`config.mk`:
```
export PLATFORM = sky130hd
export DESIGN_NAME = card_reg_flat
export DESIGN_NICKNAME = d
export VERILOG_FILES = /design/src/logic/cft_pkg.sv /design/src/logic/cft_stage_if.sv /design/src/logic/card_reg.sv /design/src/flat_wrapper.sv
export VERILOG_INCLUDE_DIRS = /design/src /design/src/logic
export SDC_FILE = /design/constraint.sdc
export NUM_CORES = 1
export LEC_CHECK = 0
export BUFFER_PORTS_ARGS = -buffer_cell sky130_fd_sc_hd__buf_4
export CAP_MARGIN = 20
export CORE_MARGIN = 2
export CORE_UTILIZATION = 34
export CTS_CLUSTER_DIAMETER = 40
export DETAILED_ROUTE_END_ITERATION = 7
export GPL_ROUTABILITY_DRIVEN = 1
export PLACE_DENSITY = 0.83
export SYNTH_ARGS = -nofsm -noshare
export SYNTH_HDL_FRONTEND = slang
export SYNTH_SLANG_ARGS = --single-unit
```
`constraint.sdc`:
```
create_clock -name clk -period 2.4 [get_ports clk]
set_clock_uncertainty 0.2 [all_clocks]
set_input_delay 0.24 -clock clk [delete_from_list [all_inputs] [get_ports clk]]
set_output_delay 0.24 -clock clk [all_outputs]
set_load 0.03 [all_outputs]
```
`src/logic/cft_config.svh`:
```
////////////////////
// Widths shared by every card. Memory depth must equal 2**CFT_ADDR_W
////////////////////

`ifndef CFT_CONFIG_SVH
`define CFT_CONFIG_SVH

`define CFT_WORD_W    16    // Data and instruction word
`define CFT_ADDR_W    10    // Data memory address
`define CFT_MEM_WORDS 1024  // Data memory depth

`endif

```
`src/logic/cft_pkg.sv`:
```
////////////////////
// Opcodes 8 to 15 are not named and decode as NOP
////////////////////

`include "cft_config.svh"

package cft_pkg;

   typedef logic [`CFT_WORD_W-1:0] word_t;  // One machine word

   typedef enum logic [3:0] {
      OP_LOAD  = 4'd0,   // AC = mem
      OP_STORE = 4'd1,   // mem = AC
      OP_ADD   = 4'd2,   // AC += mem
      OP_AND   = 4'd3,
      OP_OR    = 4'd4,
      OP_XOR   = 4'd5,
      OP_LI    = 4'd6,   // AC = literal
      OP_ADDI  = 4'd7,   // AC += literal
      OP_NOP   = 4'd8    // Canonical NOP code
   } opcode_e;

   typedef union packed {
      struct packed {
         opcode_e                op;
         logic [1:0]             rsvd;  // Ignored
         logic [`CFT_ADDR_W-1:0] addr;
      } mref;                           // Memory-reference form
      struct packed {
         opcode_e                op;
         logic signed [11:0]     lit;   // Sign-extended on decode
      } imm;                            // Immediate form
   } instr_t;

   typedef struct packed {
      logic fz;  // Zero
      logic fn;  // Negative
      logic fl;  // Link, carry out of ADD
      logic fv;  // Signed overflow
   } flags_t;

endpackage

```
`src/logic/cft_stage_if.sv`:
```
////////////////////
// One stage-to-stage link. Fields hold while valid waits on ready
////////////////////

`include "cft_config.svh"

interface cft_stage_if;

   logic                   valid;    // Source has an instruction
   logic                   ready;    // Sink can take it
   cft_pkg::opcode_e       op;
   logic [`CFT_ADDR_W-1:0] addr;     // Memory address or store target
   logic                   rd;       // Operand comes from memory
   cft_pkg::word_t         operand;  // Literal, memory word or store data
   cft_pkg::word_t         ac;       // Accumulator after the operation
   cft_pkg::flags_t        flags;

   modport src (
      output valid, op, addr, rd, operand, ac, flags,
      input  ready
   );

   modport snk (
      input  valid, op, addr, rd, operand, ac, flags,
      output ready
   );

endinterface

```
`src/logic/card_reg.sv`:
```
////////////////////
// Result card. The memory write does not wait for out_ready
////////////////////

`include "cft_config.svh"

module card_reg (
   input  logic                   clk,
   input  logic                   reset,
   cft_stage_if.snk               exe,
   output logic                   out_valid,
   input  logic                   out_ready,
   output cft_pkg::word_t         out_ac,
   output cft_pkg::flags_t        out_flags,
   output logic                   mem_we,
   output logic [`CFT_ADDR_W-1:0] mem_waddr,
   output cft_pkg::word_t         mem_wdata
);

   logic take;  // Result accepted this edge

   assign exe.ready = !out_valid || out_ready;
   assign take      = exe.valid && exe.ready;

   ////////////////////
   // Store write port
   assign mem_we    = take && (exe.op == cft_pkg::OP_STORE);  // One cycle
   assign mem_waddr = exe.addr;
   assign mem_wdata = exe.operand;   // Old AC from card_alu

   ////////////////////
   // Output register
   always_ff @(posedge clk) begin
      if (reset) begin
         out_valid <= 1'b0;
      end else if (exe.ready) begin
         out_valid <= exe.valid;   // Load or drain
      end
   end

   always_ff @(posedge clk) begin
      if (take) begin
         out_ac    <= exe.ac;
         out_flags <= exe.flags;
      end
   end

endmodule

```
`src/flat_wrapper.sv`:
```
// flat-port wrapper written by rule: the top's interface ports become plain ports
module card_reg_flat 
  (clk, reset, out_valid, out_ready, out_ac, out_flags, mem_we, mem_waddr, mem_wdata, exe_valid, exe_op, exe_addr, exe_rd, exe_operand, exe_ac, exe_flags, exe_ready);
  cft_stage_if exe_i ();
  input  logic clk;
  input  logic reset;
  output logic out_valid;
  input  logic out_ready;
  output cft_pkg::word_t out_ac;
  output cft_pkg::flags_t out_flags;
  output logic mem_we;
  output logic [`CFT_ADDR_W-1:0] mem_waddr;
  output cft_pkg::word_t mem_wdata;
  input wire logic [$bits(exe_i.valid)-1:0] exe_valid;
  input wire logic [$bits(exe_i.op)-1:0] exe_op;
  input wire logic [$bits(exe_i.addr)-1:0] exe_addr;
  input wire logic [$bits(exe_i.rd)-1:0] exe_rd;
  input wire logic [$bits(exe_i.operand)-1:0] exe_operand;
  input wire logic [$bits(exe_i.ac)-1:0] exe_ac;
  input wire logic [$bits(exe_i.flags)-1:0] exe_flags;
  output wire logic [$bits(exe_i.ready)-1:0] exe_ready;
  assign exe_i.valid = exe_valid;
  assign exe_i.op = exe_op;
  assign exe_i.addr = exe_addr;
  assign exe_i.rd = exe_rd;
  assign exe_i.operand = exe_operand;
  assign exe_i.ac = exe_ac;
  assign exe_i.flags = exe_flags;
  assign exe_ready = exe_i.ready;
  card_reg u_core (.clk(clk), .reset(reset), .exe(exe_i), .out_valid(out_valid), .out_ready(out_ready), .out_ac(out_ac), .out_flags(out_flags), .mem_we(mem_we), .mem_waddr(mem_waddr), .mem_wdata(mem_wdata));
endmodule
```
# Word level (Yosys, flattened, before mapping)
# Index checks and enable logic that the tools add are counted.
dict set report word_totals {
  ff_bits 21
  input_bits 55
  wordCells 11
}
dict set report classes {
  eq_ne 1
  n_reduce_logical 4
}
# operator n
set ops {}
lappend ops {{4-bit by 1-bit == test with 1-bit output (second input constant)} 1}
lappend ops {{1-bit logical AND} 2}
lappend ops {{1-bit zero test} 1}
lappend ops {{1-bit logical OR} 1}

# Longest topological paths before layout
dict set report logic_depth {
  depth_word 4
  mapped_depth 2
}

# Least setup slack after synthesis
# No wires, ideal clock.
dict set report synth_timing {
  kind {register -> register}
  start {reg u_core.out_valid}
  end {reg u_core.out_ac[0] (enable)}
  setup_time_ps 378
  arrival_time_ps 1325
  required_ps 1822
  slack_ps 497
  stages_incl_launch_ff 3
  n_path_buf 0
  period_less_slack_ps 1903
  path_cell_list {dfxtp_1 > nand2b_1 > and2_1}
}
dict set report synth_via {
  elab_chain_len 3
}
# item line_no
set synth_lines {}
lappend synth_lines {{from (decl)} card_reg.sv:11} ;# output logic out_valid,
lappend synth_lines {{from (signal assigned)} card_reg.sv:37} ;# out_valid <= exe.valid;
lappend synth_lines {{1-bit zero test} card_reg.sv:22} ;# assign exe.ready = !out_valid || out_ready;
lappend synth_lines {{1-bit logical OR} card_reg.sv:22}
lappend synth_lines {{net exe_ready} flat_wrapper.sv:21} ;# output wire logic [$bits(exe_i.ready)-1:0] exe_ready;
lappend synth_lines {{1-bit logical AND} card_reg.sv:23} ;# assign take = exe.valid && exe.ready;
lappend synth_lines {{net u_core.take} card_reg.sv:20} ;# logic take;
lappend synth_lines {{to (signal assigned)} card_reg.sv:43} ;# out_ac <= exe.ac;
lappend synth_lines {{to (decl)} card_reg.sv:13} ;# output cft_pkg::word_t out_ac,
# The timed path passes the listed nets, and every way through them passes these cells.
# A chain may end at the register's enable or synchronous reset.

# Worst setup path after layout
dict set report layout_timing {
  start {in reset}
  end {reg u_core.out_valid}
}
# item line_no
set layout_rtl {}
lappend layout_rtl {{from (decl)} flat_wrapper.sv:6} ;# input logic reset;
# No word-level cell between the ends.

==> results.yml <==
finish:
  nFillCells: 194
  area.growth.synth_to_final_pct: 55.0
  drive_gt1_frac: 0.529
  layout_common_cells: "51 x buf_4, 22 x dlygate4sd3_1, 20 x edfxtp_1"
  final_common_cell: "buf_4"
  finalNetCount: 160
  antenna_cells: 0
clock_network:
  clockRootBuffer: "clkbuf_4"
  post_cts_buffers: 0
  htree_num_levels: 1
  cts_buffers: 3
  cts_tree: "built"
  worstSkewPairLatency_ns: 0.28
  path_clk_slew_ns: 0.10
  post_cts_resized: 0
  cts_max_path_buffers: 2
  cts_sinks: 21
logic_synthesis:
  synth_mux_area_frac: 0
  syn_inst: 53
  yosysUniqueCellTypes: 9
  netlist_area_um2: 858
  ys_ff_latch: 21
  synth_top_family_by_area: "buffers and inverters"
  synth-compound-area-share: 0.00583
  netlist.area_leader.share: 0.700
  synthTopCellsByArea: "edfxtp_1 70%, buf_4 23%, dfxtp_1 2.3%"
  synth_area_per_cell_um2: 16.2
  synth_fp_nets: 108
  synth-simple-area-share: 0.0394
  yosys.area_share.adder: 0
  ys_seq_area_frac: 0.723
  ys.warnings.count: 0
  synthXorXnorAreaFrac: 0
  yosys.area.top_type: "edfxtp_1"
route:
  avgRoutedWirePerCell_um: 15.9
  drc: 0
  drt-total-wl_um: 2130
  via_count: 567
  antenna_left: 0
  first_iter_violations: 5
  via_per_inst: 4.23
  drtPass1Iterations: 2
placed_design:
  dp_hpwl_um: 1460
  gp_congestion: 0.597
  numPortBuffers: 50
global_route:
  grt.overflow.total: 0
  grt_pass1_wl_um: 2740
  grt_pass1_vias: 554
  grt_max_degree: 21
  grt_antenna_before_repair: 0
  grt_use_total: 0.138
worst_setup_path:
  crit_cells: 4
  critPathLaunch: "reset"
  crit_fanout: 1
  cp-start-kind: "input port"
  cp-end-kind: "flip-flop"
  cp.arrival_ns: 1.56
  crit_top_cell: "dlygate4sd3_1"
  r2r-start: "u_core.out_valid"
  required_ns: 2.43
  crit_buf_inv: 3
  max_stage_delay_ns: 0.55
  path_cells: "dlygate4sd3_1, buf_4, a21oi_1, dlygate4sd3_1"
  path_delay_family: "buffers and inverters"
  rr_worst_depth: 3
  slowest_stage: "dlygate4sd3_1"
  worstSetupPathType: "input port to flip-flop"
floorplanning:
  die_y_um: 54.2
  die-area_um2: 2940
  pin_count: 104
  die_x_um: 54.2
  num_rows: 18
  core_area_um2: 2430
  start_util: 0.353
min_path:
  min_from: "exe_addr[1]"
  hold_path.class: "input port to output pin"
  holdPathStages: 0
pwr:
  power.leakage_nw: 0.575
  power_mw: 0.739
  vdd_ir_drop_max_mv: 0.336
  pwr_density_cell_nw_per_um2: 556
sta:
  slew_headroom: 0.841
  hold_viol_final: 0
  timing.final.crit_share: 0.636
  finalSetupTns_ns: 0
  setup_viol: 0
  slew_viol_final: 0
  rsz0062_at_grt: "false"
  worstMarginPinSlew_ns: 0.238
  clock.fmax_mhz: 655
  fin_crit_ns: 1.53
job:
  drv_cap: 0
status:
  status: "finished, final reports clean"
-- registers in the layout (all words and copies together) (netlist names) --
register	cells
u_core.out_flags	4
u_core.out_valid	1
u_core.out_ac	16
-- what timing repair did --
item	4_1_cts	5_1_grt
hold buffers	22	0
endpoints found under the hold margin	21	0
setup endpoints to repair	0	0
-- power by group --
group	internal, mW	leakage [nW]	switching [mW]
Combinational	0.0801	0.358	0.0750
Sequential	0.426	0.202	0.00672
Clock	0.0644	0.0150	0.0867
-- worst reg2reg max path: cells and delay by family (launching register included) --
family,cells,cell delay [ns]
AO/OA/AOI/OAI,1,0.15
flip-flops,1,0.35
buffers and inverters,1,0.55
AND/OR/NAND/NOR,1,0.10
-- cell usage after synthesis --
master,instances
and2_1,1
nand2b_1,1
dfxtp_1,1
a21oi_1,1
buf_4,26
inv_1,1
and3_1,1
nor4b_2,1
edfxtp_1,20
-- layer usage --
layer	global-route usage	vias to the layer above	wire [um]
li1	-	258	-
met1	0.106	239	610
met2	0.275	58	1140
met3	0.0546	12	324
met4	0.0875	0	58
met5	0	-	0
-- path summary, 6_finish.rpt --
kind | to | slack (ns)
worst max-delay path | u_core.out_valid | 0.87
worst min register to register | u_core.out_ac[6] | 0.79
worst min-delay path | mem_waddr[1] | 0.28
worst max register to register | u_core.out_valid | 1.01
-- stage by stage --
step | instance area (um2) | cells | setup slack, ns | util | hold slack (ns)
after detailed placement | 1080 | 108 | 1.02 | 0.445 | 0.198
after floorplan | 858 | 53 | 0.497 | - | 0.109
final | 1330 | 134 | 0.874 | 0.547 | 0.280
after CTS | 1330 | 134 | 0.871 | 0.547 | 0.280
after global placement | 1080 | 108 | 1.04 | 0.445 | 0.196
after global routing | 1330 | 134 | 0.812 | 0.547 | 0.280
-- area by class of cell --
cell class / count / area (um2) / area share
clock buffer: 4 / 26.3 / 0.0198
inverter: 1 / 3.75 / 0.00282
multi-input combinational: 5 / 38.8 / 0.0292
sequential: 21 / 621 / 0.467
tap: 30 / 37.5 / 0.0282
timing repair buffer: 73 / 603 / 0.453
-- logic make-up after synthesis --
| kind of cell | count (synthesis) |
|---|---|
| and+or+nand+nor | 4 |
| DFF | 21 |
| buffers and inverters | 27 |
| AOI/OAI and AO/OA | 1 |
(Power assumes the default switching activity.)
