==> src/logic/cft_config.svh <==
////////////////////
// Widths shared by every card. Memory depth must equal 2**CFT_ADDR_W
////////////////////

`ifndef CFT_CONFIG_SVH
`define CFT_CONFIG_SVH

`define CFT_WORD_W    16    // Data and instruction word
`define CFT_ADDR_W    10    // Data memory address
`define CFT_MEM_WORDS 1024  // Data memory depth

`endif

==> src/logic/cft_pkg.sv <==
////////////////////
// Opcodes 8 to 15 are not named and decode as NOP
////////////////////

`include "cft_config.svh"

package cft_pkg;

   typedef logic [`CFT_WORD_W-1:0] word_t;  // One machine word

   typedef enum logic [3:0] {
      OP_LOAD  = 4'd0,   // AC = mem
      OP_STORE = 4'd1,   // mem = AC
      OP_ADD   = 4'd2,   // AC += mem
      OP_AND   = 4'd3,
      OP_OR    = 4'd4,
      OP_XOR   = 4'd5,
      OP_LI    = 4'd6,   // AC = literal
      OP_ADDI  = 4'd7,   // AC += literal
      OP_NOP   = 4'd8    // Canonical NOP code
   } opcode_e;

   typedef union packed {
      struct packed {
         opcode_e                op;
         logic [1:0]             rsvd;  // Ignored
         logic [`CFT_ADDR_W-1:0] addr;
      } mref;                           // Memory-reference form
      struct packed {
         opcode_e                op;
         logic signed [11:0]     lit;   // Sign-extended on decode
      } imm;                            // Immediate form
   } instr_t;

   typedef struct packed {
      logic fz;  // Zero
      logic fn;  // Negative
      logic fl;  // Link, carry out of ADD
      logic fv;  // Signed overflow
   } flags_t;

endpackage

==> src/logic/cft_stage_if.sv <==
////////////////////
// One stage-to-stage link. Fields hold while valid waits on ready
////////////////////

`include "cft_config.svh"

interface cft_stage_if;

   logic                   valid;    // Source has an instruction
   logic                   ready;    // Sink can take it
   cft_pkg::opcode_e       op;
   logic [`CFT_ADDR_W-1:0] addr;     // Memory address or store target
   logic                   rd;       // Operand comes from memory
   cft_pkg::word_t         operand;  // Literal, memory word or store data
   cft_pkg::word_t         ac;       // Accumulator after the operation
   cft_pkg::flags_t        flags;

   modport src (
      output valid, op, addr, rd, operand, ac, flags,
      input  ready
   );

   modport snk (
      input  valid, op, addr, rd, operand, ac, flags,
      output ready
   );

endinterface

==> src/logic/card_ctl.sv <==
////////////////////
// Decode card. One word per cycle when downstream keeps up
////////////////////

`include "cft_config.svh"

module card_ctl (
   input  logic            clk,
   input  logic            reset,
   input  logic            in_valid,
   output logic            in_ready,
   input  cft_pkg::instr_t in_instr,
   cft_stage_if.src        dec
);

   cft_pkg::opcode_e       op_d;       // Decoded opcode
   logic [`CFT_ADDR_W-1:0] addr_d;
   logic                   rd_d;
   cft_pkg::word_t         operand_d;  // Extended literal

   assign in_ready  = !dec.valid || dec.ready;  // Empty or draining
   assign dec.ac    = '0;                       // Not produced here
   assign dec.flags = '0;

   always_comb begin
      op_d      = in_instr.mref.op;
      addr_d    = '0;
      rd_d      = 1'b0;
      operand_d = '0;
      case (in_instr.mref.op)
         cft_pkg::OP_LOAD, cft_pkg::OP_ADD, cft_pkg::OP_AND,
         cft_pkg::OP_OR, cft_pkg::OP_XOR: begin
            addr_d = in_instr.mref.addr;  // Reads memory
            rd_d   = 1'b1;
         end
         cft_pkg::OP_STORE: addr_d = in_instr.mref.addr;  // Write target only
         cft_pkg::OP_LI, cft_pkg::OP_ADDI:
            operand_d = cft_pkg::word_t'($signed(in_instr.imm.lit));
         default: op_d = cft_pkg::OP_NOP;  // Codes 8 to 15
      endcase
   end

   always_ff @(posedge clk) begin
      if (reset) begin
         dec.valid <= 1'b0;
      end else if (in_ready) begin
         dec.valid <= in_valid;         // Load or drain
      end
   end

   always_ff @(posedge clk) begin
      if (in_valid && in_ready) begin
         dec.op      <= op_d;
         dec.addr    <= addr_d;
         dec.rd      <= rd_d;
         dec.operand <= operand_d;
      end
   end

endmodule

==> src/flat_wrapper.sv <==
// flat-port wrapper written by rule: the top's interface ports become plain ports
module card_ctl_flat 
  (clk, reset, in_valid, in_ready, in_instr, dec_valid, dec_op, dec_addr, dec_rd, dec_operand, dec_ac, dec_flags, dec_ready);
  cft_stage_if dec_i ();
  input  logic clk;
  input  logic reset;
  input  logic in_valid;
  output logic in_ready;
  input  cft_pkg::instr_t in_instr;
  output wire logic [$bits(dec_i.valid)-1:0] dec_valid;
  output wire logic [$bits(dec_i.op)-1:0] dec_op;
  output wire logic [$bits(dec_i.addr)-1:0] dec_addr;
  output wire logic [$bits(dec_i.rd)-1:0] dec_rd;
  output wire logic [$bits(dec_i.operand)-1:0] dec_operand;
  output wire logic [$bits(dec_i.ac)-1:0] dec_ac;
  output wire logic [$bits(dec_i.flags)-1:0] dec_flags;
  input wire logic [$bits(dec_i.ready)-1:0] dec_ready;
  assign dec_valid = dec_i.valid;
  assign dec_op = dec_i.op;
  assign dec_addr = dec_i.addr;
  assign dec_rd = dec_i.rd;
  assign dec_operand = dec_i.operand;
  assign dec_ac = dec_i.ac;
  assign dec_flags = dec_i.flags;
  assign dec_i.ready = dec_ready;
  card_ctl u_core (.clk(clk), .reset(reset), .in_valid(in_valid), .in_ready(in_ready), .in_instr(in_instr), .dec(dec_i));
endmodule
==> config.mk <==
export PLATFORM = sky130hd
export DESIGN_NAME = card_ctl_flat
export DESIGN_NICKNAME = d
export VERILOG_FILES = /design/src/logic/cft_pkg.sv /design/src/logic/cft_stage_if.sv /design/src/logic/card_ctl.sv /design/src/flat_wrapper.sv
export VERILOG_INCLUDE_DIRS = /design/src /design/src/logic
export SDC_FILE = /design/constraint.sdc
export NUM_CORES = 1
export LEC_CHECK = 0
export ABC_AREA = 0
export BUFFER_PORTS_ARGS = -buffer_cell sky130_fd_sc_hd__buf_2
export CORE_MARGIN = 10
export CORE_UTILIZATION = 45
export CTS_BUF_LIST = sky130_fd_sc_hd__clkbuf_4 sky130_fd_sc_hd__clkbuf_8
export DETAILED_ROUTE_END_ITERATION = 8
export PLACE_DENSITY = 0.79
export SLEW_MARGIN = 20
export SYNTH_ARGS = -nofsm -noshare
export SYNTH_HDL_FRONTEND = slang
export SYNTH_SLANG_ARGS = --single-unit
==> constraint.sdc <==
create_clock -name clk -period 1.8 [get_ports clk]
set_clock_uncertainty 0.05 [all_clocks]
set_input_delay 0.09 -clock clk [delete_from_list [all_inputs] [get_ports clk]]
set_output_delay 0.09 -clock clk [all_outputs]
set_load 0.02 [all_outputs]
Word level (Yosys, flattened, before mapping)

Cells that the tools add are included.

Reduce and logical (&&, ||, !) cells: 8
Multiplexer cells: 1
Equal/unequal tests: 7

Operators with widths:

| kind               | number |
|---|---|
| $eq 4x3->1 const B | 4 |
| $eq 4x2->1 const B | 2 |
| $reduce_or 8->1    | 1 |
| $reduce_or 6->1    | 1 |
| $reduce_or 5->1    | 1 |
| $eq 4x1->1 const B | 1 |
| $logic_not 4->1    | 1 |
| $reduce_or 2->1    | 1 |
| $logic_and 1x1->1  | 1 |
| $logic_not 1->1    | 1 |
| $logic_or 1x1->1   | 1 |
| $mux 1             | 1 |

Bits of input ports: 20
Flip-flop bits (word level): 28
Logic and storage cells: 21

Logic depth before layout (Yosys ltp)

Word-level depth: 3
Mapped depth: 3
Mapped depth without buffers: 2

Worst setup path after synthesis

Ideal clock, no wire load.

Path kind: reg-to-reg
Start: reg u_core.dec.valid
End: reg u_core.dec.addr[0] (enable)
Buffers on the path: 0
Clock period less this slack: 1,772 ps
Cell stages (with the launch flop): 3
Path slack: 28 ps
Library setup time: 386 ps
Arrival: 1,336 ps
Required time: 1,364 ps
Path through: dfxtp_1 nand2b_1 and2_1

Longest elaborated chain between the ends: 3

Ends and longest elaborated chain:

| element                | RTL line           | source |
|---|---|---|
| from (decl)            | cft_stage_if.sv:19 | `output valid, op, addr, rd, operand, ac, flags,` |
| from (signal assigned) | card_ctl.sv:47     | `dec.valid <= in_valid;` |
| $logic_not 1->1        | card_ctl.sv:21     | `assign in_ready = !dec.valid \|\| dec.ready;` |
| $logic_or 1x1->1       | card_ctl.sv:21     |  |
| net in_ready           | flat_wrapper.sv:8  | `output logic in_ready;` |
| $logic_and 1x1->1      | card_ctl.sv:52     | `if (in_valid && in_ready) begin` |
| to (signal assigned)   | card_ctl.sv:54     | `dec.addr <= addr_d;` |
| to (decl)              | cft_stage_if.sv:19 |  |

The timed path passes the listed nets, and every way through them passes these cells.
A chain may end at the register's enable or synchronous reset.

Worst setup path after layout

Start: in in_instr[15] (netlist name)
End: reg u_core.dec.operand[8] (data pin)

Longest elaborated chain between the ends: 2
Elaborated cells on any way between the ends: 3
Classes of those cells: 2 x eq/ne; 1 x reduce/logical

Ends and longest elaborated chain:

| element              | RTL line           | source |
|---|---|---|
| from (decl)          | flat_wrapper.sv:9  | `input cft_pkg::instr_t in_instr;` |
| $eq 4x3->1           | card_ctl.sv:30     | `case (in_instr.mref.op)` |
| $reduce_or 2->1 *    | card_ctl.sv:30     |  |
| to (signal assigned) | card_ctl.sv:56     | `dec.operand <= operand_d;` |
| to (decl)            | cft_stage_if.sv:19 |  |

Every way passes the cells marked *; elsewhere a longest branch is shown, timed or not.

==> flow_summary.rst <==
.. list-table::
   :header-rows: 1

   * - Metric
     - Value
   * - Number of clock sinks
     - 28
   * - Cell Rows
     - 19
   * - Share of power burned in registers
     - 61.7%
   * - Met2 wire length
     - 1093 µm
   * - Max_cap viols
     - 0
   * - Routed via count
     - 744
   * - Final global-route overflow total
     - 0
   * - Yosys synthesis warning count
     - 0
   * - Mapped Area
     - 0.001269 mm²
   * - Initial antenna violation count
     - 0
   * - Number of gates resized after cts
     - 0
   * - Area share of the largest cell type after synthesis
     - 63.91%
   * - NetSw
     - 329.1 µW
   * - Highest net fanout along the worst path
     - 12
   * - M1 wire length
     - 901 µm
   * - Kind of critical path
     - input pin to register
   * - Synth Instances
     - 89
   * - Count of nets left with antenna violations after detail routing
     - 0
   * - Setup fix buffers added after clock tree synthesis
     - 0
   * - Worst VDD drop
     - 505.7 µV
   * - Die X-Extent
     - 73.10 µm
   * - I/O pin count
     - 73
   * - Clock tree from TritonCTS
     - yes
   * - Share of the yosys chip area belonging to registers
     - 65.48%
   * - Met3 wire length
     - 489 µm
   * - Number of nets in the finished design
     - 166
   * - Fraction of synthesized area in multiplexers
     - 0%
   * - Power per Cell Area
     - 809.2 mW/mm²
   * - Area grow syn2layout
     - 21.40%
   * - Proportion of power drawn by the clock network
     - 19.6%
   * - Mapped Avg Cell Area
     - 14.26 µm²
   * - Post-detailed-route via-to-cell ratio
     - 4.227
   * - Full die area
     - 0.005343 mm²
   * - Port-buffer cells
     - 52
   * - Status
     - completed
   * - Die outline height
     - 73.10 µm
   * - Final Hold Violating Endpoints
     - 0
   * - Count of unique library cells instantiated by Yosys
     - 17
   * - Remaining DRCs
     - 0
   * - Cts-stage hold buffer count
     - 3
   * - Upper clock frequency limit
     - 757.1 MHz
   * - Max-slew violation count
     - 0
   * - Total Wirelength
     - 2484 µm
   * - Cell type contributing the most total cell area after synthesis
     - sky130_fd_sc_hd__edfxtp_1
   * - Buffer depth of the longest clock path
     - 2
   * - Wire length of the first global-routing pass
     - 3525 µm
   * - Clock buffer count from CTS
     - 3
   * - Fraction of synthesized cell area in xor and xnor cells
     - 0%
   * - Hold WC Path Type
     - input pin to register
   * - Core footprint
     - 0.002734 mm²
   * - CP Capture Type
     - register
   * - Kind of launch point of the worst setup path
     - input pin
   * - Largest family of logic cells by synthesized area
     - simple AND/OR/NAND/NOR gates
   * - Total Power Consumption
     - 1.246 mW
   * - Clk Tree Root Cell
     - sky130_fd_sc_hd__clkbuf_4
   * - Clock-pin slew on the worst setup and hold paths
     - 140 ps
   * - 1st-iter DRT viols
     - 37
   * - RSZ-0062 raised after global routing
     - no
   * - Detailed placement HPWL
     - 2025 µm
   * - Adder-cell share of the synthesized area
     - 0%
   * - Crit path DAT
     - 1460 ps
   * - Vias in the first global route
     - 796
   * - Uppermost layer routed
     - met3
   * - Starting Density
     - 46.41%
   * - Routed length per instance
     - 14.11 µm
   * - Area fraction in compound gates after synthesis
     - 1.479%
   * - Most common library cell in the layout ignoring fill and taps
     - sky130_fd_sc_hd__buf_2
   * - Gpl congestion
     - 0.8124
   * - Most area-consuming cells after synthesis
     - sky130_fd_sc_hd__edfxtp_1 (64%), sky130_fd_sc_hd__buf_4 (14%), sky130_fd_sc_hd__and2_4 (6.9%)
   * - Leakage power total
     - 0.7245 nW
   * - Inserted Diodes
     - 0
   * - Number of levels the H-tree was split into
     - 1
   * - # setup viols final
     - 0
   * - Cell Int Power
     - 917.2 µW
   * - Fraction of layout cells with a size suffix above 1
     - 48.97%
   * - Insertion delay of the later-clocked pin in the worst-skew pair
     - 300 ps
   * - Router iterations before antenna repair
     - 2
   * - Total negative slack
     - 0 ps
   * - Highest-count cells in the layout ignoring fill and taps
     - sky130_fd_sc_hd__buf_2 (52), sky130_fd_sc_hd__edfxtp_1 (27), sky130_fd_sc_hd__conb_1 (20), sky130_fd_sc_hd__and2_1 (11), sky130_fd_sc_hd__and2_4 (10)
   * - Period minus WS final
     - 1321 ps
   * - Simple-Gate Fraction of Synth Area
     - 16.37%
   * - Portion of the clock cycle consumed by the worst path in the final layout
     - 73.38%
   * - Largest net degree at the start of global routing
     - 28
   * - Logic pwr share
     - 18.7%
   * - Required time at the endpoint of the critical path
     - 1940 ps
   * - GR Util All Layers
     - 8.194%
   * - Total of flip-flops plus latches after synthesis
     - 28
   * - Switching Fraction
     - 26.41%
## metal layers
layer  vias to the layer above  GRT usage (%)
li1                        364              -
met1                       332          8.759
met2                        48          13.09
met3                         0          5.442
met4                         0          1.899
met5                         -              0
## state kept, by name, indices dropped and copies added (netlist names)
name and flops:
u_core.dec.operand 12, u_core.dec.addr 10, u_core.dec.op 4, u_core.dec.rd 1, u_core.dec.valid 1
## critical path, stage by stage
cell	delay, ps
sky130_fd_sc_hd__dlygate4sd3_1	520
sky130_fd_sc_hd__buf_2	140
sky130_fd_sc_hd__and3b_1	490
sky130_fd_sc_hd__and2_4	210
## final timing paths
kind,start,to,slack (ps),depth (start not counted)
setup reg to reg,u_core.dec.valid,u_core.dec.operand[3],580,3
hold reg to reg,u_core.dec.valid,u_core.dec.addr[5],950,3
setup / recovery,in_instr[15],u_core.dec.operand[8],480,4
hold / removal,in_instr[0],u_core.dec.addr[0],7,2
## logic make-up after synthesis
kind of cell | Yosys count
AOI/OAI and AO/OA | 3
and+or+nand+nor | 28
DFF | 28
buffers and inverters | 29
other | 1
## Yosys cell counts
library cell / count
sky130_fd_sc_hd__a21oi_1: 2
sky130_fd_sc_hd__buf_4: 24
sky130_fd_sc_hd__nor2_1: 1
sky130_fd_sc_hd__buf_6: 1
sky130_fd_sc_hd__inv_1: 2
sky130_fd_sc_hd__conb_1: 1
sky130_fd_sc_hd__clkbuf_1: 1
sky130_fd_sc_hd__edfxtp_1: 27
sky130_fd_sc_hd__and2_4: 10
sky130_fd_sc_hd__dfxtp_1: 1
sky130_fd_sc_hd__buf_2: 1
sky130_fd_sc_hd__and2_2: 2
sky130_fd_sc_hd__nand2b_1: 1
sky130_fd_sc_hd__and2b_2: 2
sky130_fd_sc_hd__and2_1: 11
sky130_fd_sc_hd__o31a_1: 1
sky130_fd_sc_hd__and3b_1: 1
## metrics by stage
stage	hold WS [ps]	utilization (%)	instance area [µm²]	cells	setup WS, ps
2_1_floorplan	109.1	-	1340	108	28.15
3_3_place_gp	194.4	53.18	1454	166	617.2
3_5_place_dp	204.9	53.18	1454	166	576.2
4_1_cts	0.03056	55.24	1510	173	454.4
5_1_grt	4.595	56.34	1540	176	390.6
6_report	6.825	56.34	1540	176	479.1
## power by group through the flow
stage	Combinational, mW	Clock (mW)	Sequential (mW)
finish	0.233	0.244	0.769
global route	0.251	0.280	0.774
CTS	0.229	0.255	0.771
detailed placement	0.223	0	0.786
global placement	0.220	0	0.783
floorplan	0.128	0	0.840
## cell type report
| class | instances | area [µm²] |
|---|---|---|
| timing repair buffer | 60 | 335.3 |
| clock inverter | 1 | 3.754 |
| sequential | 28 | 830.8 |
| clock buffer | 3 | 22.52 |
| inverter | 2 | 7.507 |
| multi-input combinational | 51 | 301.5 |
| fill | 219 | 1194 |
| tap | 31 | 38.79 |
No activity file was read; power rests on OpenSTA's default activity.
