`src/logic/cft_config.svh`:
```
////////////////////
// Widths shared by every card. Memory depth must equal 2**CFT_ADDR_W
////////////////////

`ifndef CFT_CONFIG_SVH
`define CFT_CONFIG_SVH

`define CFT_WORD_W    16    // Data and instruction word
`define CFT_ADDR_W    10    // Data memory address
`define CFT_MEM_WORDS 1024  // Data memory depth

`endif

```
`src/logic/cft_pkg.sv`:
```
////////////////////
// Opcodes 8 to 15 are not named and decode as NOP
////////////////////

`include "cft_config.svh"

package cft_pkg;

   typedef logic [`CFT_WORD_W-1:0] word_t;  // One machine word

   typedef enum logic [3:0] {
      OP_LOAD  = 4'd0,   // AC = mem
      OP_STORE = 4'd1,   // mem = AC
      OP_ADD   = 4'd2,   // AC += mem
      OP_AND   = 4'd3,
      OP_OR    = 4'd4,
      OP_XOR   = 4'd5,
      OP_LI    = 4'd6,   // AC = literal
      OP_ADDI  = 4'd7,   // AC += literal
      OP_NOP   = 4'd8    // Canonical NOP code
   } opcode_e;

   typedef union packed {
      struct packed {
         opcode_e                op;
         logic [1:0]             rsvd;  // Ignored
         logic [`CFT_ADDR_W-1:0] addr;
      } mref;                           // Memory-reference form
      struct packed {
         opcode_e                op;
         logic signed [11:0]     lit;   // Sign-extended on decode
      } imm;                            // Immediate form
   } instr_t;

   typedef struct packed {
      logic fz;  // Zero
      logic fn;  // Negative
      logic fl;  // Link, carry out of ADD
      logic fv;  // Signed overflow
   } flags_t;

endpackage

```
`src/logic/cft_stage_if.sv`:
```
////////////////////
// One stage-to-stage link. Fields hold while valid waits on ready
////////////////////

`include "cft_config.svh"

interface cft_stage_if;

   logic                   valid;    // Source has an instruction
   logic                   ready;    // Sink can take it
   cft_pkg::opcode_e       op;
   logic [`CFT_ADDR_W-1:0] addr;     // Memory address or store target
   logic                   rd;       // Operand comes from memory
   cft_pkg::word_t         operand;  // Literal, memory word or store data
   cft_pkg::word_t         ac;       // Accumulator after the operation
   cft_pkg::flags_t        flags;

   modport src (
      output valid, op, addr, rd, operand, ac, flags,
      input  ready
   );

   modport snk (
      input  valid, op, addr, rd, operand, ac, flags,
      output ready
   );

endinterface

```
`src/logic/card_alu.sv`:
```
////////////////////
// Execute card. AC and flags change only on an accepted instruction
////////////////////

`include "cft_config.svh"

module card_alu (
   input  logic     clk,
   input  logic     reset,
   cft_stage_if.snk opr,
   cft_stage_if.src exe
);

   cft_pkg::word_t             ac_q;      // Accumulator
   cft_pkg::flags_t            flags_q;
   cft_pkg::word_t             ac_d;
   cft_pkg::flags_t            flags_d;
   logic [`CFT_WORD_W:0]       sum;       // With carry out
   logic                       take;

   assign opr.ready = !exe.valid || exe.ready;
   assign take      = opr.valid && opr.ready;
   assign sum       = {1'b0, ac_q} + {1'b0, opr.operand};

   assign exe.ac    = ac_q;     // Held while stalled since take is low
   assign exe.flags = flags_q;
   assign exe.rd    = 1'b0;

   always_comb begin
      ac_d    = ac_q;
      flags_d = flags_q;        // L and V kept by default
      case (opr.op)
         cft_pkg::OP_LOAD, cft_pkg::OP_LI: ac_d = opr.operand;
         cft_pkg::OP_ADD, cft_pkg::OP_ADDI: begin
            ac_d       = sum[`CFT_WORD_W-1:0];
            flags_d.fl = sum[`CFT_WORD_W];
            flags_d.fv = (ac_q[`CFT_WORD_W-1] == opr.operand[`CFT_WORD_W-1]) &&
                         (sum[`CFT_WORD_W-1] != ac_q[`CFT_WORD_W-1]);
         end
         cft_pkg::OP_AND: ac_d = ac_q & opr.operand;
         cft_pkg::OP_OR:  ac_d = ac_q | opr.operand;
         cft_pkg::OP_XOR: ac_d = ac_q ^ opr.operand;
         default:         ac_d = ac_q;  // STORE and NOP
      endcase
      flags_d.fz = (ac_d == '0);          // Z and N track the new AC
      flags_d.fn = ac_d[`CFT_WORD_W-1];
   end

   always_ff @(posedge clk) begin
      if (reset) begin
         exe.valid <= 1'b0;
         ac_q      <= '0;
         flags_q   <= '0;
      end else begin
         if (opr.ready) exe.valid <= opr.valid;
         if (take) begin
            ac_q    <= ac_d;
            flags_q <= flags_d;
         end
      end
   end

   always_ff @(posedge clk) begin
      if (take) begin
         exe.op      <= opr.op;
         exe.addr    <= opr.addr;
         exe.operand <= (opr.op == cft_pkg::OP_STORE) ? ac_q : '0;  // Store data
      end
   end

endmodule

```
`src/flat_wrapper.sv`:
```
// flat-port wrapper written by rule: the top's interface ports become plain ports
module card_alu_flat 
  (clk, reset, opr_valid, opr_op, opr_addr, opr_rd, opr_operand, opr_ac, opr_flags, opr_ready, exe_valid, exe_op, exe_addr, exe_rd, exe_operand, exe_ac, exe_flags, exe_ready);
  cft_stage_if opr_i ();
  cft_stage_if exe_i ();
  input  logic clk;
  input  logic reset;
  input wire logic [$bits(opr_i.valid)-1:0] opr_valid;
  input wire logic [$bits(opr_i.op)-1:0] opr_op;
  input wire logic [$bits(opr_i.addr)-1:0] opr_addr;
  input wire logic [$bits(opr_i.rd)-1:0] opr_rd;
  input wire logic [$bits(opr_i.operand)-1:0] opr_operand;
  input wire logic [$bits(opr_i.ac)-1:0] opr_ac;
  input wire logic [$bits(opr_i.flags)-1:0] opr_flags;
  output wire logic [$bits(opr_i.ready)-1:0] opr_ready;
  output wire logic [$bits(exe_i.valid)-1:0] exe_valid;
  output wire logic [$bits(exe_i.op)-1:0] exe_op;
  output wire logic [$bits(exe_i.addr)-1:0] exe_addr;
  output wire logic [$bits(exe_i.rd)-1:0] exe_rd;
  output wire logic [$bits(exe_i.operand)-1:0] exe_operand;
  output wire logic [$bits(exe_i.ac)-1:0] exe_ac;
  output wire logic [$bits(exe_i.flags)-1:0] exe_flags;
  input wire logic [$bits(exe_i.ready)-1:0] exe_ready;
  assign opr_i.valid = opr_valid;
  assign opr_i.op = opr_op;
  assign opr_i.addr = opr_addr;
  assign opr_i.rd = opr_rd;
  assign opr_i.operand = opr_operand;
  assign opr_i.ac = opr_ac;
  assign opr_i.flags = opr_flags;
  assign opr_ready = opr_i.ready;
  assign exe_valid = exe_i.valid;
  assign exe_op = exe_i.op;
  assign exe_addr = exe_i.addr;
  assign exe_rd = exe_i.rd;
  assign exe_operand = exe_i.operand;
  assign exe_ac = exe_i.ac;
  assign exe_flags = exe_i.flags;
  assign exe_i.ready = exe_ready;
  card_alu u_core (.clk(clk), .reset(reset), .opr(opr_i), .exe(exe_i));
endmodule
```
`config.mk`:
```
export PLATFORM = sky130hd
export DESIGN_NAME = card_alu_flat
export DESIGN_NICKNAME = d
export VERILOG_FILES = /design/src/logic/cft_pkg.sv /design/src/logic/cft_stage_if.sv /design/src/logic/card_alu.sv /design/src/flat_wrapper.sv
export VERILOG_INCLUDE_DIRS = /design/src /design/src/logic
export SDC_FILE = /design/constraint.sdc
export NUM_CORES = 1
export LEC_CHECK = 0
export BUFFER_PORTS_ARGS = -buffer_cell sky130_fd_sc_hd__buf_4
export CAP_MARGIN = 20
export CORE_MARGIN = 8
export CORE_UTILIZATION = 51
export DETAILED_ROUTE_END_ITERATION = 10
export PLACE_DENSITY = 0.86
export SLEW_MARGIN = 20
export SYNTH_ARGS = -nofsm -noshare
export SYNTH_HDL_FRONTEND = slang
export SYNTH_SLANG_ARGS = --single-unit
```
`constraint.sdc`:
```
create_clock -name clk -period 3 [get_ports clk]
set_input_delay 0 -clock clk [delete_from_list [all_inputs] [get_ports clk]]
set_output_delay 0 -clock clk [all_outputs]
set_load 0.1 [all_outputs]
```
# Yosys cells after proc, flatten, opt, wreduce, memory -nomap -nowiden

Cells that the tools add are included.

Register bits after elaboration: 51
Output and inout bits: 53

Add/subtract/negate cells: 1
Equal/unequal tests: 9
Mux-type cells: 1
Bitwise logic cells: 3
Reduce and logical (&&, ||, !) cells: 9

Operators with widths:

| operator                                                        | number |
|---|---|
| 16-bit one-hot mux with 5 select lines                          | 1 |
| 16-bit by 16-bit adder with 17-bit output                       | 1 |
| 16-bit bitwise AND                                              | 1 |
| 4-bit by 3-bit == test with 1-bit output, second input constant | 4 |
| 16-bit zero test                                                | 1 |
| 16-bit OR                                                       | 1 |
| 16-bit bitwise XOR                                              | 1 |
| 4-bit by 2-bit == test with 1-bit output, second input constant | 2 |
| 4-bit by 1-bit == test with 1-bit output, second input constant | 1 |
| 4-bit zero test                                                 | 1 |
| 2-bit OR reduction                                              | 2 |
| 1-bit logical AND                                               | 2 |
| 2-bit AND reduction                                             | 1 |
| 1-bit == test                                                   | 1 |
| 1-bit zero test                                                 | 1 |
| 1-bit logical OR                                                | 1 |
| 1-bit inequality test                                           | 1 |

# Longest topological paths before layout

Gate-level depths: netlist of run 1.

Word-level depth: 4
Gate-level depth with buffers: 11
Mapped depth without buffers: 10

# Worst setup path after synthesis of run 1

Ideal clock, no wire load.

Kind: reg2reg
Start point: register u_core.exe.valid
End point: register u_core.exe.addr[0], enable pin
Library setup time: 406 ps
Data arrival time: 2907 ps
Path slack: -313 ps
Stages on the path, launching flop included: 5
Clock period less this slack: 3313 ps
Cell sequence: dfxtp_1 nand2b_1 nand2_1 inv_1 buf_1

Word-level cells in the longest chain between the ends: 3

Ends and longest elaborated chain:

| what               | line               | RTL |
|---|---|---|
| start: declaration | cft_stage_if.sv:19 | `output valid, op, addr, rd, operand, ac, flags,` |
| 1-bit zero test    | card_alu.sv:21     | `assign opr.ready = !exe.valid \|\| exe.ready;` |
| 1-bit logical OR   | card_alu.sv:21     |  |
| via opr_ready      | flat_wrapper.sv:15 | `output wire logic [$bits(opr_i.ready)-1:0] opr_ready;` |
| 1-bit logical AND  | card_alu.sv:22     | `assign take = opr.valid && opr.ready;` |
| via u_core.take    | card_alu.sv:19     | `logic take;` |
| end: declaration   | cft_stage_if.sv:19 |  |

The timed path passes the listed nets, and every way through them passes these cells.
A chain may end at the register's enable or synchronous reset.

# Worst setup path after layout of run 1

Start point: register u_core.ac_q[0] (netlist: u_core.exe.ac[0])
End point: register u_core.flags_q, in the netlist u_core.exe.flags[3]

Word-level cells in the longest chain between the ends: 3
Elaborated cells on any way between the ends: 6
Classes of those cells: add/sub: 1; mux: 1; bitwise: 3; reduce/logical: 1

Ends and longest elaborated chain:

| what                                                              | line           | RTL |
|---|---|---|
| start: declaration                                                | card_alu.sv:14 | `cft_pkg::word_t ac_q;` |
| start signal: assignment                                          | card_alu.sv:52 | `ac_q <= '0;` |
| start signal: assignment                                          | card_alu.sv:57 | `ac_q <= ac_d;` |
| 16-bit by 16-bit adder with 17-bit output (tied with other cells) | card_alu.sv:23 | `assign sum = {1'b0, ac_q} + {1'b0, opr.operand};` |
| 16-bit one-hot mux with 5 select lines *                          | card_alu.sv:32 | `case (opr.op)` |
| 16-bit zero test *                                                | card_alu.sv:45 | `flags_d.fz = (ac_d == '0);` |
| end signal: assignment                                            | card_alu.sv:58 | `flags_q <= flags_d;` |
| end: declaration                                                  | card_alu.sv:15 | `cft_pkg::flags_t flags_q;` |

Mark *: on every way between the ends. The rest lies on a longest branch, timed or not.

==> results of run 1 <==
[routing by layer]
layer | share of wire | global-route usage | vias up
met5 | 0 | 0 | -
met3 | 0.091 | 0.0311 | 14
met2 | 0.47 | 0.362 | 175
li1 | - | - | 1724
met1 | 0.43 | 0.273 | 1722
met4 | 0.014 | 0.0756 | 0
[through the flow]
stage | utilization | total power [uW] | worst slack (ns) | instances | cell area [sq um]
final | 0.653 | 2020 | 0.0771 | 618 | 4660
after global routing | 0.653 | 2090 | 0.00819 | 618 | 4660
after CTS | 0.653 | 2000 | 0.0828 | 618 | 4660
after detailed placement | 0.624 | 1640 | 0.131 | 598 | 4450
after global placement | 0.624 | 1620 | 0.179 | 598 | 4450
after floorplan | - | 1430 | 0.0619 | 426 | 3710
[power groups by stage]
stage / combinational, uW / clock (uW) / sequential (uW)
after CTS: 836 / 358 / 802
after global routing: 898 / 387 / 808
after detailed placement: 820 / 0 / 818
after floorplan: 347 / 0 / 1090
after global placement: 806 / 0 / 815
final: 847 / 366 / 804
[how the worst min path moves through the flow]
stage	cells past startpoint	endpoint	slack [ns]
floorplan	0	u_core.exe.addr[0]$_DFFE_PP_	0.1
global placement	1	u_core.exe.addr[5]$_DFFE_PP_	0.18
detailed placement	1	u_core.exe.addr[5]$_DFFE_PP_	0.18
CTS	3	u_core.exe.valid$_SDFFE_PP0N_	0.0003
global route	3	u_core.exe.valid$_SDFFE_PP0N_	0.003
finish	3	u_core.exe.valid$_SDFFE_PP0N_	0.004
[timing repair]
item                       CTS  global route
setup endpoints to repair    0             1
hold buffers                13             0
resized for setup            0             1
hold endpoints to repair    14             0
[layout make-up]
cell class              count  share of cell area
clock buffers               5              0.0148
inverters                  53              0.0427
flip-flops and latches     50               0.282
clock inverters             2             0.00215
multi-input cells         299               0.447
well taps                  99              0.0266
repair buffers            110               0.184
[cells in the final DEF, fill, tap and decap left out, drive strengths merged, types with 4 or more instances in the layout]
cell         count
buf             97
inv             53
a21oi           33
ha              32
edfxtp          30
nand2           28
o21ai           26
nor2            25
dfxtp           20
and3            18
nor2b           13
o22ai           13
dlygate4sd3     13
xnor2           11
a221oi          11
nand2b           8
a211oi           8
nor3             7
nand4            5
clkbuf           5
a21o             5
a221o            4
[tightest hold or removal path, stage by stage]
cell and delay (ns):
buf_4 0.07, nand2b_2 0.12, a21oi_1 0.07
[registers in the layout (all words and copies together), names as in the netlist]
name                flops
u_core.exe.flags        4
u_core.exe.ac          15
u_core.exe.operand     16
u_core.exe.op           4
u_core.exe.addr        10
u_core.exe.valid        1
[kinds of logic after synthesis]
group | count (synthesis) | share of synthesized area
mux | 1 | 0.00271
xor+xnor | 13 | 0.0309
compound gates | 133 | 0.251
fa+ha+maj | 33 | 0.114
simple gates | 118 | 0.164
buf+inv | 77 | 0.0834
other cells | 1 | 0.00102
flops | 50 | 0.353
==> results.cfg, run 1 <==
[run_status]
outcome = complete, no violations

[pwr]
vdd.ir_drop.worst_mv = 0.252
power.share.clock = 0.181
p_int_uw = 1180
switchingPower_uw = 839
power_density_nw_per_um2 = 433
power.static_leakage_uw = 0.00210
p_seq_frac = 0.399
power.switching_fraction = 0.416
share_comb_of_total_power = 0.420

[timing]
hold_violations = 0
hold_ws_ns = 0.00434
clock.fmax_mhz = 342
timing.clock.skew_ns = 0.00880
rsz0062_at_grt = false
finalWorstPathRequiredPeriod_ns = 2.92
timing.final.max_slew_violations = 0
timing_worst_slew_pin_value_ns = 0.655
setup_viol_count_final = 0
timing.setup.tns_ns = 0
max_slew_margin = 0.560
layout_worst_path_cycle_share = 0.974

[global_route]
grt_remaining_overflow = 0
antenna_violations_before_repair = 0
first_pass_grt_wire_length_um = 17600
maximum_number_of_pins_on_one_net_before_global_route_repair = 44
grt_use_total = 0.216
grt_pass1_vias = 3485

[clock_network]
tritoncts = yes
htreeDepth = 2
numClockSinks = 50
total_clock_buffers_created_by_cts = 5
clk_pin_slew_worst_paths_ns = 0.09
ctsLongestPathBuffers = 2
clock_latency_ns = 0.30
post_cts_buffers = 0
clock_tree.root_cell = clkbuf_8

[yosys]
synth_nets = 514
synthCells = 426
syn-mean-instance-area_sq_um = 8.66
synth-edff-count = 30
post_synth_most_frequent_cells = inv_1 (53), a21oi_1 (32), ha_1 (32)
ys_ff_latch = 50
synth-async-reset-ratio = 0
synth.cell_area_sq_um = 3690
synth_most_common_cell = inv_1
synth_cell_types = 63
synthesis.yosys.warnings = 0
synth_top_flop_cell = edfxtp_1
synth_seq_area_share = 0.353
biggest_area_contributors_in_the_synthesized_netlist = edfxtp_1 (24%), dfxtp_1 (11%), ha_1 (11%)
synth.top_cell.area_share = 0.244
yosysTopAreaCell = edfxtp_1

[run]
cap_violations = 0

[setup_path]
data_arrival_time_of_the_worst_path_ns = 3.16
critical_path.reg2reg.endpoint = u_core.exe.flags[3]$_SDFFE_PP0P_
crit_path_class = register to register
cp_slowest_cell = a2111oi_1
startpoint = u_core.exe.ac[0]$_SDFFE_PP0P_
worst_ep_required_time_ns = 3.24
timing.critical_path.cells = ha_1, fa_1, a211oi_1, o21ai_0, a2111oi_1, o21bai_1, xnor2_1, o21ai_0, a221o_1, o21ai_1
rr_worst_depth = 10
worst-path-buf-inv = 0
worst_r2r_start = u_core.exe.ac[0]$_SDFFE_PP0P_
setup.worst_path.end_class = register
crit_path_max_incr_delay_ns = 0.49
crit_family = compound AO/OA/AOI/OAI gates
critical_path.max_fanout = 2
startpoint_type = register
crit_top_cell = o21ai_0
r2r_slack_ns = 0.08
timing.critical_path.depth = 10
end_of_the_critical_path = u_core.exe.flags[3]$_SDFFE_PP0P_

[floorplanning]
fp.dieH_um = 101
core.rowCount = 31
dieArea_sq_um = 10200
core_area_sq_um = 7140
io_pins = 108
die_x_um = 101
initial_core_util = 0.517

[layout]
num_antenna_cells = 0
area.sequential_sq_um = 1320
final_net_count = 607
syn_to_final_growth_pct = 26.3
multiInputGateArea_sq_um = 2080
fillCellCount = 583
share_of_layout_cells_above_drive_strength_1 = 0.247

[placement]
routabilityCongestion = 1.06
buffers_on_ports = 85
hpwlAfterDp_um = 8250

[routing]
ant_nets = 0
vias = 3635
drc = 0
detail_route.vias_per_cell = 5.88
drt-total-wl_um = 11100
route.detailed.wl_per_inst_um = 18.0
number_of_drc_markers_after_the_initial_detailed_route_iteration = 268
drt_pass1_iterations = 6

[hold_path]
worstHoldPathType = primary input to register
hold_path_startpoint = exe_ready
(Power assumes the default switching activity.)
==> run 2, diff against run 1 <==
CELL_PAD_IN_SITES_DETAIL_PLACEMENT = 0   (was default)
CELL_PAD_IN_SITES_GLOBAL_PLACEMENT = 1   (was default)
CORE_UTILIZATION = 39   (was 51)
PLACE_DENSITY = 0.89   (was 0.86)
==> run 2 against run 1 <==
  * Critical path depth unchanged
  * Sequential power barely moved
  * Global-route usage decreased by 4.9 points
  * Combinational power increased by 0.6%
  * Fmax rose by 2.6%
  * Sequential cell count is the same
  * Critical path type unchanged
  * Largest cell class unchanged
  * Largest power group unchanged
  * Highest routed layer unchanged
==> results.cfg, run 2 (synthesis results as in run 1) <==
[run_status]
outcome = complete, no violations

[routing]
drt-total-wl_um = 10900
number_of_drc_markers_after_the_initial_detailed_route_iteration = 227
drt_pass1_iterations = 4
route.detailed.wl_per_inst_um = 17.2
drc = 0
ant_nets = 0
vias = 3528
detail_route.vias_per_cell = 5.56

[layout]
finish.cell_count_without_fillers = 635
area.sequential_sq_um = 1320
most_frequent_standard_cell_in_the_layout_excluding_fill_and_tap_cells = buf_4
syn_to_final_growth_pct = 28.6
multiInputGateArea_sq_um = 2090
num_antenna_cells = 0
mostFrequentLayoutCells = buf_4 (100), inv_1 (53), a21oi_1 (32), ha_1 (32), edfxtp_1 (30)
final_net_count = 611
share_of_layout_cells_above_drive_strength_1 = 0.254
fillCellCount = 854
flip_flop_count_of_the_largest_register_after_layout = 16
top_register = u_core.exe.operand

[clock_network]
total_clock_buffers_created_by_cts = 5
clk_pin_slew_worst_paths_ns = 0.09
tritoncts = yes
numClockSinks = 50
clock_latency_ns = 0.30
ctsLongestPathBuffers = 2
htreeDepth = 2
clock_tree.root_cell = clkbuf_8
post_cts_buffers = 0

[global_route]
first_pass_grt_wire_length_um = 17500
grt_remaining_overflow = 0
maximum_number_of_pins_on_one_net_before_global_route_repair = 44
grt_pass1_vias = 3430
grt_use_total = 0.167
antenna_violations_before_repair = 0

[floorplanning]
core.rowCount = 35
die_x_um = 113
io_pins = 108
core_area_sq_um = 9200
initial_core_util = 0.401
dieArea_sq_um = 12800
fp.dieH_um = 113

[timing]
setup_viol_count_final = 0
clock.fmax_mhz = 351
finalWorstPathRequiredPeriod_ns = 2.85
fin_ws_ns = 0.150
timing.setup.tns_ns = 0
hold_violations = 0
rsz0062_at_grt = false
timing_worst_slew_pin_value_ns = 0.768
timing.final.max_slew_violations = 0
hold_ws_ns = 0.0943
timing.clock.skew_ns = 0.00691
layout_worst_path_cycle_share = 0.950
max_slew_margin = 0.485

[pwr]
vdd.ir_drop.worst_mv = 0.254
p_seq_frac = 0.380
power.switching_fraction = 0.397
power_density_nw_per_um2 = 445
power.static_leakage_uw = 0.00213
p_int_uw = 1270
share_comb_of_total_power = 0.404
switchingPower_uw = 839
power_uw = 2110
power.share.clock = 0.216

[placement]
routabilityCongestion = 0.912
buffers_on_ports = 85
detailedPlace.worstSlack_ns = 0.171
dp.cells = 613
hpwlAfterDp_um = 8200

[run]
cap_violations = 0

[setup_path]
timing.critical_path.cells = inv_1, ha_1, a211oi_2, o211ai_2, a2111o_1, a221oi_4, xnor2_1, o21ai_1, a221o_1, o21ai_1
crit_top_cell = o21ai_1
setup.worst_path.end_class = register
worst_ep_required_time_ns = 3.23
crit_path_class = register to register
data_arrival_time_of_the_worst_path_ns = 3.08
cp_slowest_cell = a2111o_1
startpoint_type = register
crit_path_max_incr_delay_ns = 0.47
critical_path.max_fanout = 7

[hold_path]
worstHoldPathType = primary input to register
==> run 2: cell count changes in the layout (fill, tap and decap cells not counted), sizes merged <==
cell	before	now
buf	97	100
bufinv	0	1
clkinvlp	0	1
clkinv	2	1
dlygate4sd3	13	14
==> run 2: worst paths after layout <==
kind                                         start                          endpoint  slack [ns]  cells after the start
setup reg to reg     u_core.exe.ac[1]$_SDFFE_PP0P_  u_core.exe.flags[3]$_SDFFE_PP0P_        0.15                     10
hold / removal                           opr_op[1]        u_core.exe.op[1]$_DFFE_PP_        0.09                      1
hold reg to reg   u_core.exe.flags[0]$_SDFFE_PP0P_  u_core.exe.flags[0]$_SDFFE_PP0P_        0.46                      2
setup / recovery     u_core.exe.ac[1]$_SDFFE_PP0P_  u_core.exe.flags[3]$_SDFFE_PP0P_        0.15                     10
==> run 2: timing repair <==
action	4_1_cts	5_1_grt
endpoints found under the hold margin	17	0
setup endpoints to repair	0	2
hold buffers	14	0
resized for setup	0	2
==> run 2: routing by layer <==
layer,up-vias,GRT usage,routed length [um]
met1,1655,0.206,4740
met5,-,0,0
met3,16,0.0431,897
met2,125,0.279,5150
li1,1732,-,-
met4,0,0.0506,149
==> run 2: critical path: cells and delay by family, from the launching register on <==
kind            cells  cell delay, ns
compound gates      7            1.80
buf+inv             1            0.07
fa+ha+maj           1            0.33
xor+xnor            1            0.16
flops               1            0.43
==> run 2: stage by stage <==
stage | cell area, sq um | util
after floorplan | 3710 | -
after global placement | 4490 | 0.488
after detailed placement | 4490 | 0.488
after CTS | 4740 | 0.515
after global routing | 4740 | 0.516
final | 4740 | 0.516
==> run 2: power by group through the flow <==
stage	registers [uW]	logic, uW	clock network (uW)
floorplan	1090	347	0
global placement	816	816	0
detailed placement	817	827	0
CTS	801	846	468
global route	807	912	485
finish	802	852	456
==> run 2: area by class of cell <==
cell class / instances / area share
multi-input cells: 299 / 0.441
flip-flops and latches: 50 / 0.277
repair buffers: 114 / 0.188
inverters: 53 / 0.0419
well taps: 111 / 0.0293
clock buffers: 5 / 0.0145
clock inverters: 3 / 0.00844
==> run 3, diff against run 2 <==
clock period = 3.15 ns   (was 3 ns; I/O delays follow)
==> run 3 against run 2 <==
  * Global-route usage fell by 0.15 points
  * Final cell count fell by 1.3%
  * Register-to-register slack improved by 0.08 ns
  * Clock-buffer cell count did not move
  * Clock skew fell by 0.00070 ns
  * Combinational power fell by 6.0%
  * Utilization fell by 0.98 points
  * Sequential cell count did not move
  * Die area did not move
  * Critical path type unchanged
==> results.cfg, run 3 (synthesis results as in run 1) <==
[setup_path]
data_arrival_time_of_the_worst_path_ns = 3.15
crit_path_class = register to register
crit_path_max_incr_delay_ns = 0.42
r2r_slack_ns = 0.23
cp_slowest_cell = nor4_1
setup.worst_path.end_class = register
startpoint_type = register
worst_ep_required_time_ns = 3.38
critical_path.max_fanout = 6
timing.critical_path.cells = ha_1, fa_1, buf_4, a21o_2, a221oi_1, or3_1, a21oi_1, a2bb2oi_1, nor4_1, nand4_1, o21ai_1

[floorplanning]
io_pins = 108
initial_core_util = 0.401
core_area_sq_um = 9200
die_x_um = 113
core.rowCount = 35
fp.dieH_um = 113
dieArea_sq_um = 12800

[timing]
layout_worst_path_cycle_share = 0.927
timing.clock.skew_ns = 0.00621
finalWorstPathRequiredPeriod_ns = 2.92
clock.fmax_mhz = 343
timing.final.max_slew_violations = 0
timing.setup.tns_ns = 0
setup_viol_count_final = 0
max_slew_margin = 0.449
hold_violations = 0
timing_worst_slew_pin_value_ns = 0.824

[routing]
route.detailed.wl_per_inst_um = 17.6
drt_pass1_iterations = 5
drc = 0
detail_route.vias_per_cell = 5.52
ant_nets = 0
number_of_drc_markers_after_the_initial_detailed_route_iteration = 257
vias = 3463
drt-total-wl_um = 11000

[pwr]
power.static_leakage_uw = 0.00207
power_uw = 1920
vdd.ir_drop.worst_mv = 0.217
power_density_nw_per_um2 = 412

[clock_network]
clk_pin_slew_worst_paths_ns = 0.09
tritoncts = yes
clock_tree.root_cell = clkbuf_8
ctsLongestPathBuffers = 2
clock_latency_ns = 0.29
total_clock_buffers_created_by_cts = 5
htreeDepth = 2
numClockSinks = 50

[global_route]
antenna_violations_before_repair = 0
grt_use_total = 0.166
grt_pass1_vias = 3457
maximum_number_of_pins_on_one_net_before_global_route_repair = 44
grt_remaining_overflow = 0
first_pass_grt_wire_length_um = 17500

[layout]
share_of_layout_cells_above_drive_strength_1 = 0.231
top_register = u_core.exe.operand
flip_flop_count_of_the_largest_register_after_layout = 16
num_antenna_cells = 0
most_frequent_standard_cell_in_the_layout_excluding_fill_and_tap_cells = buf_4
final_net_count = 603
syn_to_final_growth_pct = 26.1
mostFrequentLayoutCells = buf_4 (92), inv_1 (53), a21oi_1 (32), ha_1 (32), edfxtp_1 (30)
fin_util = 0.506

[placement]
routabilityCongestion = 0.937
hpwlAfterDp_um = 8210
buffers_on_ports = 85

[run_status]
outcome = complete, no violations

[hold_path]
worstHoldPathType = primary input to register

[run]
cap_violations = 0
[run 3: path summary, 6_finish.rpt]
| path | start | to | depth (start not counted) |
|---|---|---|---|
| setup / recovery | u_core.exe.ac[0]$_SDFFE_PP0P_ | u_core.exe.flags[3]$_SDFFE_PP0P_ | 11 |
| hold / removal | opr_op[1] | u_core.exe.op[1]$_DFFE_PP_ | 1 |
| setup reg to reg | u_core.exe.ac[0]$_SDFFE_PP0P_ | u_core.exe.flags[3]$_SDFFE_PP0P_ | 11 |
| hold reg to reg | u_core.exe.flags[0]$_SDFFE_PP0P_ | u_core.exe.flags[0]$_SDFFE_PP0P_ | 2 |
[run 3: through the flow]
stage                     instances  hold slack [ns]  instance area, sq um  setup WS [ns]
after global placement          605            0.179                  4420          0.212
final                           627            0.101                  4650          0.231
after global routing            627           0.0988                  4650        -0.0207
after CTS                       627           0.0897                  4650          0.215
after detailed placement        605            0.179                  4420          0.246
after floorplan                 426           0.0989                  3710        0.00559
[run 3: layout make-up]
type,instances,area (sq um)
repair buffers,106,831
well taps,111,139
fillers,899,4540
clock buffers,5,68.8
flip-flops and latches,50,1310
clock inverters,3,16.3
inverters,53,199
multi-input cells,299,2090
[run 3: per-layer routing]
metal  vias up  share of wire  GRT usage
met1      1596           0.43      0.202
met4         0          0.013     0.0560
met3        12          0.081     0.0314
met2       135           0.48      0.286
met5         -              0          0
li1       1720              -          -
[run 3: worst max-delay path, delay by kind of cell, from the launching register on]
family | cells | cell delay, ns
buffers and inverters | 1 | 0.16
flip-flops | 1 | 0.35
AO/OA/AOI/OAI | 5 | 0.93
adder cells (fa/ha/maj) | 2 | 0.67
AND/OR/NAND/NOR | 3 | 0.74
[run 3: power by group]
part	internal, uW	leakage, uW	switching, uW
registers	732	0.000464	31.5
logic	236	0.00157	565
clock network	152	0.0000377	200
total	1120	0.00207	797
[run 3: repair_timing]
action                                  4_1_cts  5_1_grt
hold buffers                                 14        0
resized for setup                             0        2
hold endpoints to repair                     21        0
setup buffers                                 0        0
endpoints found under the setup margin        0        1
